[src/include/exe_macros.svh]
`ifndef EXE_MACROS_SVH
`define EXE_MACROS_SVH

// Datapath width of the execute unit
`define XLEN 32

// One iteration per quotient bit
`define DIV_STEPS 32
`define DIV_CNT_W 6  // Holds 0 to DIV_STEPS

`endif

[src/exe_pkg.sv]
package exe_pkg;

	// Operation select, ALU group first then RV32M divide group
	typedef enum logic [3:0] {
		OP_ADD  = 4'd0,
		OP_SUB  = 4'd1,
		OP_AND  = 4'd2,
		OP_OR   = 4'd3,
		OP_XOR  = 4'd4,
		OP_SLL  = 4'd5,
		OP_SRL  = 4'd6,
		OP_SRA  = 4'd7,
		OP_SLT  = 4'd8,
		OP_SLTU = 4'd9,
		OP_DIV  = 4'd10,
		OP_DIVU = 4'd11,
		OP_REM  = 4'd12,
		OP_REMU = 4'd13
	} exe_op_t;

	typedef enum logic [1:0] {
		IDLE = 2'd0,
		RUN  = 2'd1,  // Load cycle, steps, drain cycle
		DONE = 2'd2   // Finish cycle
	} div_state_t;

	function automatic logic is_div_op(exe_op_t op);
		return (op == OP_DIV) || (op == OP_DIVU) || (op == OP_REM) || (op == OP_REMU);
	endfunction

endpackage

[src/div_ctrl_if.sv]
`include "exe_macros.svh"

// Divider control and result bundle
interface div_ctrl_if;

	logic load;                  // Latch operands, clear step count
	logic step;                  // One shift-subtract per cycle
	logic last;                  // Final step in progress
	logic finish;                // Correction cycle
	logic [`XLEN-1:0] result;    // Corrected quotient or remainder

	// State machine side
	modport fsm (output load, output step, output finish, input last);

	// Iteration counter
	modport counter (input load, input step, output last);

	// Arithmetic
	modport datapath (input load, input step, input finish, output result);

endinterface

[src/div_fsm.sv]
module div_fsm import exe_pkg::*; (
	input logic clk,
	input logic rst_n,
	input logic issue,
	input exe_op_t op,
	output logic busy,
	div_ctrl_if.fsm ctl
);

	div_state_t state_q;
	logic step_q;  // Held from start until the last step

	// Divide accepted only from IDLE
	assign ctl.load = (state_q == IDLE) && issue && is_div_op(op);
	assign ctl.step = step_q;
	assign ctl.finish = (state_q == DONE);

	assign busy = (state_q != IDLE);  // Covers RUN and DONE

	always_ff @(posedge clk) begin
		if (!rst_n) begin
			state_q <= IDLE;
			step_q <= 1'b0;
		end else begin
			case (state_q)
				IDLE: begin
					if (ctl.load) begin
						state_q <= RUN;
						step_q <= 1'b1;  // Steps start next edge
					end
				end
				RUN: begin
					// One drain cycle after the final step
					if (!step_q) begin
						state_q <= DONE;
					end else if (ctl.last) begin
						step_q <= 1'b0;
					end
				end
				DONE: begin
					state_q <= IDLE;  // Result taken by the output stage
				end
				default: begin
					state_q <= IDLE;
					step_q <= 1'b0;
				end
			endcase
		end
	end

endmodule

[src/div_step_counter.sv]
`include "exe_macros.svh"

module div_step_counter (
	input logic clk,
	input logic rst_n,
	div_ctrl_if.counter ctl
);

	// Final count value during the last step
	localparam logic [`DIV_CNT_W-1:0] LAST_CNT = `DIV_CNT_W'(`DIV_STEPS - 1);

	logic [`DIV_CNT_W-1:0] cnt_q;  // Steps done so far

	always_ff @(posedge clk) begin
		if (!rst_n) begin
			cnt_q <= '0;
		end else if (ctl.load) begin
			cnt_q <= '0;  // New division
		end else if (ctl.step) begin
			cnt_q <= cnt_q + 1'b1;
		end
	end

	// Count reaches DIV_STEPS after the last step and holds there
	assign ctl.last = ctl.step && (cnt_q == LAST_CNT);

endmodule

[src/div_datapath.sv]
`include "exe_macros.svh"

module div_datapath import exe_pkg::*; (
	input logic clk,
	input logic rst_n,
	input exe_op_t op,
	input logic [`XLEN-1:0] op_a,
	input logic [`XLEN-1:0] op_b,
	div_ctrl_if.datapath ctl
);

	localparam logic [`XLEN-1:0] MIN_NEG = {1'b1, {(`XLEN-1){1'b0}}};

	logic is_signed;
	logic [`XLEN-1:0] mag_a;
	logic [`XLEN-1:0] mag_b;

	logic [`XLEN-1:0] dividend_q;   // Raw dividend for special results
	logic [`XLEN-1:0] divisor_q;    // Divisor magnitude
	logic [`XLEN-1:0] quo_q;        // Dividend shifts out, quotient shifts in
	logic [`XLEN-1:0] rem_q;        // Partial remainder
	logic neg_quo_q;
	logic neg_rem_q;
	logic rem_sel_q;
	logic div_zero_q;
	logic ovf_q;

	logic [`XLEN:0] shifted;
	logic [`XLEN:0] diff;
	logic [`XLEN-1:0] quo_fix;
	logic [`XLEN-1:0] rem_fix;
	logic [`XLEN-1:0] final_val;

	assign is_signed = (op == OP_DIV) || (op == OP_REM);

	// Operand magnitudes, two's complement for negative signed inputs
	assign mag_a = (is_signed && op_a[`XLEN-1]) ? -op_a : op_a;
	assign mag_b = (is_signed && op_b[`XLEN-1]) ? -op_b : op_b;

	// Trial subtract, sign bit set means restore
	assign shifted = {rem_q, quo_q[`XLEN-1]};
	assign diff = shifted - {1'b0, divisor_q};

	always_ff @(posedge clk) begin
		if (ctl.load) begin
			dividend_q <= op_a;
			divisor_q <= mag_b;
			quo_q <= mag_a;
			rem_q <= '0;
		end else if (ctl.step) begin
			if (!diff[`XLEN]) begin
				rem_q <= diff[`XLEN-1:0];
				quo_q <= {quo_q[`XLEN-2:0], 1'b1};
			end else begin
				rem_q <= shifted[`XLEN-1:0];  // Restore
				quo_q <= {quo_q[`XLEN-2:0], 1'b0};
			end
		end
	end

	// Sign and special-case flags
	always_ff @(posedge clk) begin
		if (!rst_n) begin
			neg_quo_q <= 1'b0;
			neg_rem_q <= 1'b0;
			rem_sel_q <= 1'b0;
			div_zero_q <= 1'b0;
			ovf_q <= 1'b0;
		end else if (ctl.load) begin
			neg_quo_q <= is_signed && (op_a[`XLEN-1] ^ op_b[`XLEN-1]);
			neg_rem_q <= is_signed && op_a[`XLEN-1];  // Remainder follows dividend
			rem_sel_q <= (op == OP_REM) || (op == OP_REMU);
			div_zero_q <= (op_b == '0);
			ovf_q <= is_signed && (op_a == MIN_NEG) && (op_b == '1);
		end
	end

	assign quo_fix = neg_quo_q ? -quo_q : quo_q;
	assign rem_fix = neg_rem_q ? -rem_q : rem_q;

	always_comb begin
		if (div_zero_q) begin
			final_val = rem_sel_q ? dividend_q : '1;  // All ones quotient
		end else if (ovf_q) begin
			final_val = rem_sel_q ? '0 : dividend_q;
		end else begin
			final_val = rem_sel_q ? rem_fix : quo_fix;
		end
	end

	assign ctl.result = ctl.finish ? final_val : '0;  // Valid in finish cycle only

endmodule

[src/alu.sv]
`include "exe_macros.svh"

module alu import exe_pkg::*; (
	input exe_op_t op,
	input logic [`XLEN-1:0] op_a,
	input logic [`XLEN-1:0] op_b,
	output logic [`XLEN-1:0] alu_result
);

	logic [4:0] shamt;
	logic lt_signed;
	logic lt_unsigned;

	assign shamt = op_b[4:0];  // RV32 shift amount
	assign lt_signed = $signed(op_a) < $signed(op_b);
	assign lt_unsigned = op_a < op_b;

	always_comb begin
		case (op)
			OP_ADD:  alu_result = op_a + op_b;
			OP_SUB:  alu_result = op_a - op_b;
			OP_AND:  alu_result = op_a & op_b;
			OP_OR:   alu_result = op_a | op_b;
			OP_XOR:  alu_result = op_a ^ op_b;
			OP_SLL:  alu_result = op_a << shamt;
			OP_SRL:  alu_result = op_a >> shamt;
			OP_SRA:  alu_result = $signed(op_a) >>> shamt;  // Sign fill
			OP_SLT:  alu_result = {{(`XLEN-1){1'b0}}, lt_signed};
			OP_SLTU: alu_result = {{(`XLEN-1){1'b0}}, lt_unsigned};
			default: alu_result = '0;  // Divide ops handled elsewhere
		endcase
	end

endmodule

[src/result_stage.sv]
`include "exe_macros.svh"

module result_stage import exe_pkg::*; (
	input logic clk,
	input logic rst_n,
	input logic issue,
	input exe_op_t op,
	input logic [`XLEN-1:0] op_a,
	input logic [`XLEN-1:0] op_b,
	input logic busy,
	input logic div_finish,
	input logic [`XLEN-1:0] div_result,
	output logic [`XLEN-1:0] result,
	output logic result_valid
);

	logic [`XLEN-1:0] alu_result;
	logic [`XLEN-1:0] alu_hold_q;  // ALU result waiting for the output edge
	logic alu_accept;
	logic alu_pend_q;              // ALU result due at the next edge

	alu alu_i (
		.op(op),
		.op_a(op_a),
		.op_b(op_b),
		.alu_result(alu_result)
	);

	// ALU ops only while the divider is idle
	assign alu_accept = issue && !busy && !is_div_op(op);

	always_ff @(posedge clk) begin
		if (!rst_n) begin
			alu_hold_q <= '0;
			alu_pend_q <= 1'b0;
			result <= '0;
			result_valid <= 1'b0;
		end else begin
			alu_pend_q <= alu_accept;
			if (alu_accept) begin
				alu_hold_q <= alu_result;
			end
			result_valid <= alu_pend_q || div_finish;  // One cycle per result
			// Finish only in DONE, so never together with a pending ALU result
			if (div_finish) begin
				result <= div_result;
			end else if (alu_pend_q) begin
				result <= alu_hold_q;
			end
		end
	end

endmodule

[src/execute_unit.sv]
`include "exe_macros.svh"

module execute_unit import exe_pkg::*; (
	input logic clk,
	input logic rst_n,
	input logic issue,
	input exe_op_t op,
	input logic [`XLEN-1:0] op_a,
	input logic [`XLEN-1:0] op_b,
	output logic [`XLEN-1:0] result,
	output logic result_valid,
	output logic busy
);

	div_ctrl_if div_ctrl ();  // Divider control bundle

	div_fsm div_fsm_i (
		.clk(clk),
		.rst_n(rst_n),
		.issue(issue),
		.op(op),
		.busy(busy),
		.ctl(div_ctrl.fsm)
	);

	div_step_counter div_step_counter_i (
		.clk(clk),
		.rst_n(rst_n),
		.ctl(div_ctrl.counter)
	);

	div_datapath div_datapath_i (
		.clk(clk),
		.rst_n(rst_n),
		.op(op),
		.op_a(op_a),
		.op_b(op_b),
		.ctl(div_ctrl.datapath)
	);

	// Finish doubles as the divider capture strobe
	result_stage result_stage_i (
		.clk(clk),
		.rst_n(rst_n),
		.issue(issue),
		.op(op),
		.op_a(op_a),
		.op_b(op_b),
		.busy(busy),
		.div_finish(div_ctrl.finish),
		.div_result(div_ctrl.result),
		.result(result),
		.result_valid(result_valid)
	);

endmodule

[config.mk]
export PLATFORM = sky130hd
export DESIGN_NAME = execute_unit
export DESIGN_NICKNAME = d
export VERILOG_FILES = /design/src/exe_pkg.sv /design/src/div_ctrl_if.sv /design/src/div_fsm.sv /design/src/div_step_counter.sv /design/src/div_datapath.sv /design/src/alu.sv /design/src/result_stage.sv /design/src/execute_unit.sv
export VERILOG_INCLUDE_DIRS = /design/src /design/src/include
export SDC_FILE = /design/constraint.sdc
export NUM_CORES = 1
export LEC_CHECK = 0
export BUFFER_PORTS_ARGS = -buffer_cell sky130_fd_sc_hd__buf_2
export CAP_MARGIN = 20
export CORE_MARGIN = 8
export CORE_UTILIZATION = 49
export DETAILED_ROUTE_END_ITERATION = 10
export GPL_TIMING_DRIVEN = 0
export PLACE_DENSITY = 0.66
export RECOVER_POWER = 100
export SLEW_MARGIN = 20
export SYNTH_ARGS = -nofsm -noshare
export SYNTH_HDL_FRONTEND = slang
export SYNTH_SLANG_ARGS = --single-unit
[constraint.sdc]
create_clock -name clk -period 3.9 [get_ports clk]
set_input_delay 0 -clock clk [delete_from_list [all_inputs] [get_ports clk]]
set_output_delay 0 -clock clk [all_outputs]
set_load 0.005 [all_outputs]
# == Word level (Yosys, flattened, before mapping) ==
# Cells that the tools add are included.
# word_totals
input_bits,71
register_bits,208
wordCells,105
output_inout_bits,34
# op_classes
reduce_logical,27
shift,3
bitwise,6
n_addsub,8
magnitude_cmp,2
muxes,23
eq_ne,20
# op_table
cell,count
32-bit two-way mux,14
32-bit case mux with 10 select lines,1
32-bit negation,4
"32-bit equality test, second input constant",2
32-bit less-than comparator,2
33-bit by 32-bit subtractor with 33-bit output,1
32-bit adder,1
32-bit AND,1
32-bit logical NOT,1
32-bit bitwise OR,1
32-bit by 5-bit left shift with 32-bit output,1
32-bit by 5-bit >> shifter with 32-bit output,1
32-bit by 5-bit >>> shifter with 32-bit output,1
32-bit subtractor,1
32-bit XOR,1
"4-bit equality test, second input constant",6
"4-bit by 3-bit equality test with 1-bit output, second input constant",4
1-bit logical AND,10
"4-bit by 2-bit equality test with 1-bit output, second input constant",2
"6-bit by 1-bit adder with 6-bit output, second input constant",1
"6-bit by 5-bit equality test with 1-bit output, second input constant",1
1-bit logical OR,6
2-bit nonzero test,3
"4-bit by 1-bit equality test with 1-bit output, second input constant",1
14 further kinds,22

# == Logic depth before layout (Yosys ltp) ==
# Gate-level depths: netlist (run 1).
# depth
depth_word,7
ltp_mapped,14
mapped_depth_nobuf,13

# == Modules after synthesis ==
# A second synthesis (run 1) with hierarchy kept.
# unflattened
cells_unflattened,2708
hier_area_um2,21678.3
# by_module_without_submodules
module,area_per_inst_um2,seq_area_each_um2,cells_per_inst,instances
div_datapath,10137.2,3623.5,1200,1
alu,8513.2,0.0,1247,1
result_stage,2621.3,1321.3,220,1
div_step_counter,252.7,120.1,26,1
div_fsm,153.9,60.1,15,1

# == Worst setup path after synthesis (run 1) ==
# No wires, ideal clock.
# synth_path
kind,flip-flop to flip-flop
start,register div_fsm_i.state_q[0]
end,"register div_datapath_i.quo_q[1], data pin"
period_less_slack_ns,3.529
path_buffers,2
arrival_ns,3.156
setup_time_ns,0.372
t_required_ns,3.528
setup_slack_ns,0.371
path_stages_with_launch,8
path_cell_list,dfxtp_1 > nor2_1 > and2_1 > clkbuf_1 > nand3_1 > inv_1 > clkbuf_1 > a31oi_1
# synth_between
elab_chain_len,4
# synth_lines
element,line,text
from (decl),div_fsm.sv:10,div_state_t state_q;
from (signal assigned),div_fsm.sv:22,state_q <= IDLE;
from (signal assigned),div_fsm.sv:28,state_q <= RUN;
from (signal assigned),div_fsm.sv:35,state_q <= DONE;
2-bit logical NOT,div_fsm.sv:14,assign ctl.load = (state_q == IDLE) && issue && is_div_op(op);
1-bit logical AND (2 in series),div_fsm.sv:14,
net div_ctrl.load,div_ctrl_if.sv:6,logic load;
32-bit two-way mux,div_datapath.sv:45,if (ctl.load) begin
to (signal assigned),div_datapath.sv:48,quo_q <= mag_a;
to (signal assigned),div_datapath.sv:53,"quo_q <= {quo_q[`XLEN-2:0], 1'b1};"
to (signal assigned),div_datapath.sv:56,"quo_q <= {quo_q[`XLEN-2:0], 1'b0};"
to (decl),div_datapath.sv:20,logic [`XLEN-1:0] quo_q;
# The timed path passes the listed nets, and every way through them passes these cells.
# A chain may end at the register's enable or synchronous reset.

# == Final worst setup path (run 1) ==
# layout_path
start,input port op[0]
end,"register div_datapath_i.divisor_q[25], data pin"
# layout_between
elab_chain_len,4
elab_cells_between_ends,5
classes_between,eq/ne (2); mux (1); reduce/logical (2)
# layout_lines
element,line,text
from (decl),execute_unit.sv:7,"input exe_op_t op,"
4-bit equality test,div_datapath.sv:34,assign is_signed = (op == OP_DIV) || (op == OP_REM);
1-bit logical OR *,div_datapath.sv:34,
1-bit logical AND *,div_datapath.sv:38,assign mag_b = (is_signed && op_b[`XLEN-1]) ? -op_b : op_b;
32-bit two-way mux *,div_datapath.sv:38,
net div_datapath_i.mag_b[25],div_datapath.sv:16,logic [`XLEN-1:0] mag_b;
to (signal assigned),div_datapath.sv:47,divisor_q <= mag_b;
to (decl),div_datapath.sv:19,logic [`XLEN-1:0] divisor_q;
# The timed path passes the listed nets; every way through them passes the cells marked *.

==> impl_metrics.ini, run 1 <==
[setup_path]
critPathKind = primary input to flop
cp-startpoint = op[0]
r2r_end = div_datapath_i.rem_q[17]$_SDFFE_PP0P_
critPathBufInv = 5
slowest_delay_ns = 1.26
critPathLaunchType = primary input
cpMostUsedCell = clkbuf_1
cp_num_cells = 8
crit_family = buffers and inverters
r2r_setup_slack_ns = 0.20
rr_worst_depth = 14
crit_path_top_delay_cell = nor3_1
path_cells = buf_2 -> clkbuf_1 -> clkbuf_1 -> nor3_1 -> clkbuf_1 -> o21ai_0 -> xnor2_1 -> dlygate4sd3_1
arrival_ns = 4.40
worstSetupEndpointType = flop
cp_data_required_time_ns = 4.19
cp-endpoint = div_datapath_i.divisor_q[25]$_DFFE_PP_
critPathMaxFanout = 10
regToRegStartpoint = div_datapath_i.quo_q[31]$_DFFE_PP_

[global_routing]
grt_pass1_vias = 23800
antenna_found_initial = 8
grt_max_degree = 38
gr-total-overflow = 0
grt_pass1_wl_um = 166000
grt.total_usage_pct = 44.3

[sta]
finalMaxSlewViolations = 0
period_minus_slack_ns = 4.12
setup_viol = 4
max_freq_mhz = 243
relSlewSlack_pct = 0.834
hold_viol = 0
post-route-period-util_pct = 106
skew_ns = 0.0138
setup_tns_ns = -0.291
tightestPinTransition_ns = 1.48
worst_slack_ns = -0.217

[clock_tree]
clkLatencyLatePin_ns = 0.54
cts_root_buf = clkbuf_16
clockBufferDepth = 3
clk_pin_slew_ns = 0.06
cts.sinks = 208
cts_tree = done
cts_max_level = 1
cts_made_buffers = 24

[worst_hold_path]
min_path_cells = 4
hold_class = primary input to flop
min_from = op[1]

[status]
failed_checks = capacitance limit, setup timing
outcome = finished with violations

[synthesis]
ys_ff_latch = 208
synth_fa_ha_area_share_pct = 8.16
synth_xor_area_share_pct = 6.64
synthCells = 2819
synth_edf_count = 96
ys_async_sr_fraction_pct = 0
syn-num-nets = 3031
yosys.area_share.simple_pct = 18.3
synthFlopType = dfxtp_1
yosys_warnings = 0
muxShareOfSynthArea_pct = 9.74
synth_top_family_by_area = compound AO/OA/AOI/OAI gates
synth-compound-area-share_pct = 27.2
syn_area_mm2 = 0.0219
ys_types = 105
yosysSeqAreaShare_pct = 23.4
syn_avg_cell_area_um2 = 7.77

[final_layout]
syn_to_final_growth_pct = 12.1
drive_above_1_share_pct = 8.89
multi_input_area_mm2 = 0.0154
layout.nets = 3208
regArea_mm2 = 0.00512
most-common-layout-cells = nand2_1 (306), a21oi_1 (252), o21ai_0 (242), nor2_1 (235), clkbuf_1 (165)
fillers = 4245
final_common_cell = nand2_1

[placement]
gp_congestion = 1.12
dp_hpwl_um = 93300
place_ws_ns = -0.931
portBuffers = 101

[routing]
dr.pass1.iters = 8
drt.antenna.violating_nets = 0
viasPerCell = 7.07
wire_per_inst_um = 32.7
wl_um = 118000
dr_total_vias = 25600
drtIter0Drc = 4120
drc_errors = 0

[die]
start_util_pct = 49.5
fp.dieW_um = 227
rows = 77
dieArea_mm2 = 0.0517
ios = 105
die_h_um = 227
core_area_mm2 = 0.0442

[pwr]
powerDensity_mw_per_mm2 = 412
seq_power_share_pct = 29.3
total_power_mw = 10.1
p_leak_nw = 9.45
p_clk_share_pct = 24.2
netSwitchingPower_mw = 4.47
p_int_mw = 5.66
power.share.switching_pct = 44.1
ir_drop_mv = 0.596
combPwrFrac_pct = 46.5

[run]
drv_cap = 1
power by group through the flow:
| stage | sequential (mW) | clock [mW] | combinational, mW |
|---|---|---|---|
| finish | 2.97 | 2.45 | 4.71 |
| global route | 2.97 | 2.52 | 4.96 |
| CTS | 2.94 | 2.44 | 4.52 |
| detailed placement | 2.98 | 0 | 4.45 |
| global placement | 2.97 | 0 | 4.33 |
| floorplan | 2.83 | 0 | 3.09 |
Yosys cell counts (32+ instances only):
cell | count | area share (%)
a211oi_1 | 50 | 1.7
a21oi_1 | 252 | 5.8
a221oi_1 | 32 | 1.3
a31oi_1 | 44 | 1.3
clkbuf_1 | 135 | 2.3
dfxtp_1 | 112 | 10
edfxtp_1 | 96 | 13
ha_1 | 138 | 7.9
inv_1 | 150 | 2.6
mux2i_1 | 134 | 6.1
nand2_1 | 306 | 5.2
nand3_1 | 57 | 1.3
nor2_1 | 234 | 4.0
nor3_1 | 61 | 1.4
o211ai_1 | 32 | 1.1
o21ai_0 | 240 | 5.5
xnor2_1 | 127 | 5.1
xor2_1 | 36 | 1.4
final cells by class:
type,instances,share of cell area (%)
clock inverters,16,0.810
flip-flops and latches,208,20.9
diodes,7,0.0713
well taps,592,3.02
clock buffers,28,2.67
repair buffers,158,4.22
multi-input cells,2262,62.6
plain buffers,189,3.43
inverters,153,2.35
how the worst min path moves through the flow:
stage / to
after floorplan: div_datapath_i.dividend_q[0]$_DFFE_PP_
after global placement: div_datapath_i.dividend_q[28]$_DFFE_PP_
after detailed placement: div_datapath_i.dividend_q[28]$_DFFE_PP_
after CTS: div_datapath_i.divisor_q[21]$_DFFE_PP_
after global routing: div_datapath_i.divisor_q[8]$_DFFE_PP_
final: div_datapath_i.rem_sel_q$_SDFFE_PN0P_
worst min-delay path: stages:
cell and delay, ns:
buf_2 0.19, inv_1 0.14, o21ai_0 0.11, a21oi_1 0.07
flip-flops by register name, indices dropped and copies added, names as in the netlist, 2 cells and up:
signal                     count
div_datapath_i.dividend_q     32
result_stage_i.result         32
div_step_counter_i.cnt_q       6
div_datapath_i.quo_q          32
div_datapath_i.rem_q          32
div_fsm_i.state_q              2
div_datapath_i.divisor_q      32
result_stage_i.alu_hold_q     32
timing repair:
action                                 4_1_cts  5_1_grt
resized for setup                            2        7
setup endpoints to repair                   12       20
endpoints found under the hold margin       55        0
pin swaps                                    0        1
buffers inserted                             0        2
hold buffers                                53        0
cloned                                       0        0
per-stage QoR:
| step | std cells | hold WS, ns | utilization [%] | area (µm²) |
|---|---|---|---|---|
| 2_1_floorplan | 2819 | 0.0989 | - | 21900 |
| 3_3_place_gp | 3512 | 0.266 | 52.3 | 23100 |
| 3_5_place_dp | 3514 | 0.265 | 52.5 | 23200 |
| 4_1_cts | 3609 | 0.00200 | 55.6 | 24600 |
| 5_1_grt | 3607 | 0.0552 | 55.5 | 24500 |
| 6_report | 3613 | 0.0422 | 55.5 | 24600 |
cell families (layout without fill, tap and decap cells):
family,after synthesis,in the layout
AND/OR/NAND/NOR,856,856
XOR/XNOR,164,164
other,0,7
multiplexers,181,181
buffers and inverters,349,544
flip-flops,208,208
AO/OA/AOI/OAI,920,920
adder cells (fa/ha/maj),141,141
routing by layer:
layer,part of all wire (%),routed length [µm],global-route usage (%),vias up
li1,-,-,-,10700
met1,36,42000,53.2,12200
met2,41,48400,64.6,2103
met3,13,15900,13.7,527
met4,10,11900,36.4,6
met5,0.034,40,0.569,-
Power figures use the tool's default switching activity.
==> run 2: changes to the inputs <==
--- a/config.mk
+++ b/config.mk
@@ -13,7 +13,6 @@
 export DETAILED_ROUTE_END_ITERATION = 10
 export GPL_TIMING_DRIVEN = 0
 export PLACE_DENSITY = 0.66
-export RECOVER_POWER = 100
 export SLEW_MARGIN = 20
 export SYNTH_ARGS = -nofsm -noshare
 export SYNTH_HDL_FRONTEND = slang
==> run 2 against run 1 <==
Compared with the run above:
- clock-buffer cell count stayed put
- die area is the same
- clock skew decreased by 0.0017 ns
- final area increased by 0.22%
- combinational power is essentially flat
- clock power hardly changed
- first-iteration DRC count decreased by 4.9%
- utilization rose by 0.12 points
- sequential power barely moved
- sequential share of layout area about the same
- the run ends with setup timing left
- via count is essentially flat
- largest power group unchanged
==> impl_metrics.ini, run 2 (same netlist as run 1, synthesis figures left out) <==
[status]
outcome = finished with violations
failed_checks = setup timing

[global_routing]
grt.total_usage_pct = 44.3
grt_pass1_wl_um = 166000
antenna_found_initial = 8
grt_max_degree = 38
grt_pass1_vias = 23800
gr-total-overflow = 0

[die]
die_h_um = 227
rows = 77
core_area_mm2 = 0.0442
ios = 105
dieArea_mm2 = 0.0517
fp.dieW_um = 227
start_util_pct = 49.5

[final_layout]
drive_above_1_share_pct = 10.1
syn_to_final_growth_pct = 12.4
final_common_cell = nand2_1
fillers = 4230
most-common-layout-cells = nand2_1 (306), a21oi_1 (252), o21ai_0 (239), nor2_1 (234), inv_1 (148)
instances_no_fill = 3610
layout.nets = 3208

[sta]
worst_slack_ns = -0.117
setup_tns_ns = -0.230
tightestPinTransition_ns = 1.23
hold_viol = 0
post-route-period-util_pct = 103
period_minus_slack_ns = 4.02
relSlewSlack_pct = 18.0
skew_ns = 0.0121
setup_viol = 4
finalMaxSlewViolations = 0
max_freq_mhz = 249

[pwr]
p_int_mw = 5.66
netSwitchingPower_mw = 4.48
powerDensity_mw_per_mm2 = 412
power.share.switching_pct = 44.2
ir_drop_mv = 0.595
p_leak_nw = 9.58
total_power_mw = 10.1
p_clk_share_pct = 24.2
seq_power_share_pct = 29.3
combPwrFrac_pct = 46.6

[clock_tree]
cts_root_buf = clkbuf_16
cts_made_buffers = 24
clkLatencyLatePin_ns = 0.54
clockBufferDepth = 3
cts.sinks = 208
cts_max_level = 1
cts_tree = done
clk_pin_slew_ns = 0.06

[setup_path]
rr_worst_depth = 14
cp_data_required_time_ns = 4.39
arrival_ns = 4.50
regToRegStartpoint = div_datapath_i.quo_q[31]$_DFFE_PP_
r2r_setup_slack_ns = 0.21
critPathMaxFanout = 10
worstSetupEndpointType = flop
critPathKind = primary input to flop
critPathLaunchType = primary input
r2r_end = div_datapath_i.rem_q[17]$_SDFFE_PP0P_

[worst_hold_path]
hold_class = primary input to flop
min_to = div_datapath_i.divisor_q[23]$_DFFE_PP_
min_from = op_b[23]
min_path_cells = 3

[routing]
wire_per_inst_um = 32.8
dr_total_vias = 25500
drt.antenna.violating_nets = 0
drtIter0Drc = 3918
viasPerCell = 7.07
wl_um = 118000
drc_errors = 0
dr.pass1.iters = 7

[placement]
dp_cells = 3514
gp_congestion = 1.12
portBuffers = 101
dp_hpwl_um = 93300

[run]
drv_cap = 0
==> run 2: cell count changes in the layout (fill, tap and decap cells not counted), moves of 3 or more <==
| cell | change |
|---|---|
| diode_2 | -3 |
| o21ai_1 | +3 |
| o21ai_0 | -3 |
| buf_2 | +33 |
| clkbuf_1 | -37 |
| buf_1 | +4 |
==> run 2: timing repair <==
item / in CTS / in global routing
resized for setup: 2 / 7
pin swaps: 0 / 1
endpoints found under the hold margin: 55 / 0
hold buffers: 53 / 0
setup endpoints to repair: 12 / 20
setup buffers: 0 / 2
==> run 2: layout make-up <==
cell class	instances	area, µm²	area share [%]
Multi-Input combinational cell	2262	15400	62.5
Clock buffer	28	657	2.67
Inverter	153	578	2.35
Tap cell	592	741	3.01
Sequential cell	208	5120	20.8
Antenna cell	4	10.0	0.0407
Timing Repair Buffer	158	1080	4.38
Buffer	189	842	3.42
Clock inverter	16	199	0.808
==> run 2: stage by stage <==
| step | util, % | hold WS [ns] | setup WS, ns | cell area (µm²) |
|---|---|---|---|---|
| after floorplan | - | 0.0989 | 0.371 | 21900 |
| after global placement | 52.3 | 0.266 | -2.00 | 23100 |
| after detailed placement | 52.5 | 0.265 | -0.931 | 23200 |
| after CTS | 55.6 | 0.00200 | 0.0140 | 24600 |
| after global routing | 55.6 | 0.0552 | -0.0221 | 24600 |
| final | 55.7 | 0.0374 | -0.117 | 24600 |
==> run 2: metal layers <==
metal	share of wire, %	global-route usage [%]
met5	0.034	0.569
met4	10	36.4
met1	36	53.2
met3	13	13.7
met2	41	64.6
==> run 2: worst max-delay path by stage <==
stage	startpoint	endpoint	slack [ns]	depth (start not counted)
finish	op_a[8]	result_stage_i.alu_hold_q[31]$_SDFFE_PN0P_	-0.12	14
global route	div_datapath_i.rem_q[0]$_SDFFE_PP0P_	div_datapath_i.rem_q[26]$_SDFFE_PP0P_	-0.02	12
CTS	op_a[18]	result_stage_i.alu_hold_q[31]$_SDFFE_PN0P_	0.01	15
detailed placement	op_b[2]	result_stage_i.alu_hold_q[17]$_SDFFE_PN0P_	-0.93	14
global placement	div_fsm_i.state_q[0]$_SDFFE_PN0P_	div_datapath_i.div_zero_q$_SDFFE_PN0P_	-2.00	8
floorplan	div_fsm_i.state_q[0]$_SDFFE_PN0P_	div_datapath_i.quo_q[1]$_DFFE_PP_	0.37	7
==> run 2: power by group through the flow <==
| stage | combinational [mW] | sequential (mW) | clock [mW] |
|---|---|---|---|
| after floorplan | 3.09 | 2.83 | 0 |
| after global placement | 4.33 | 2.97 | 0 |
| after detailed placement | 4.45 | 2.98 | 0 |
| after CTS | 4.52 | 2.94 | 2.44 |
| after global routing | 4.97 | 2.98 | 2.52 |
| final | 4.72 | 2.97 | 2.45 |
==> run 2: critical path, cell delays in order <==
cell	delay [ns]
dlygate4sd3_1	0.52
buf_2	0.46
inv_1	0.43
ha_1	0.40
buf_2	0.17
a21oi_1	0.23
nor3_1	0.08
o41a_1	0.42
or2_1	0.33
a31oi_1	0.54
o21ai_0	0.36
o211a_1	0.31
nand4_1	0.08
and3_1	0.15
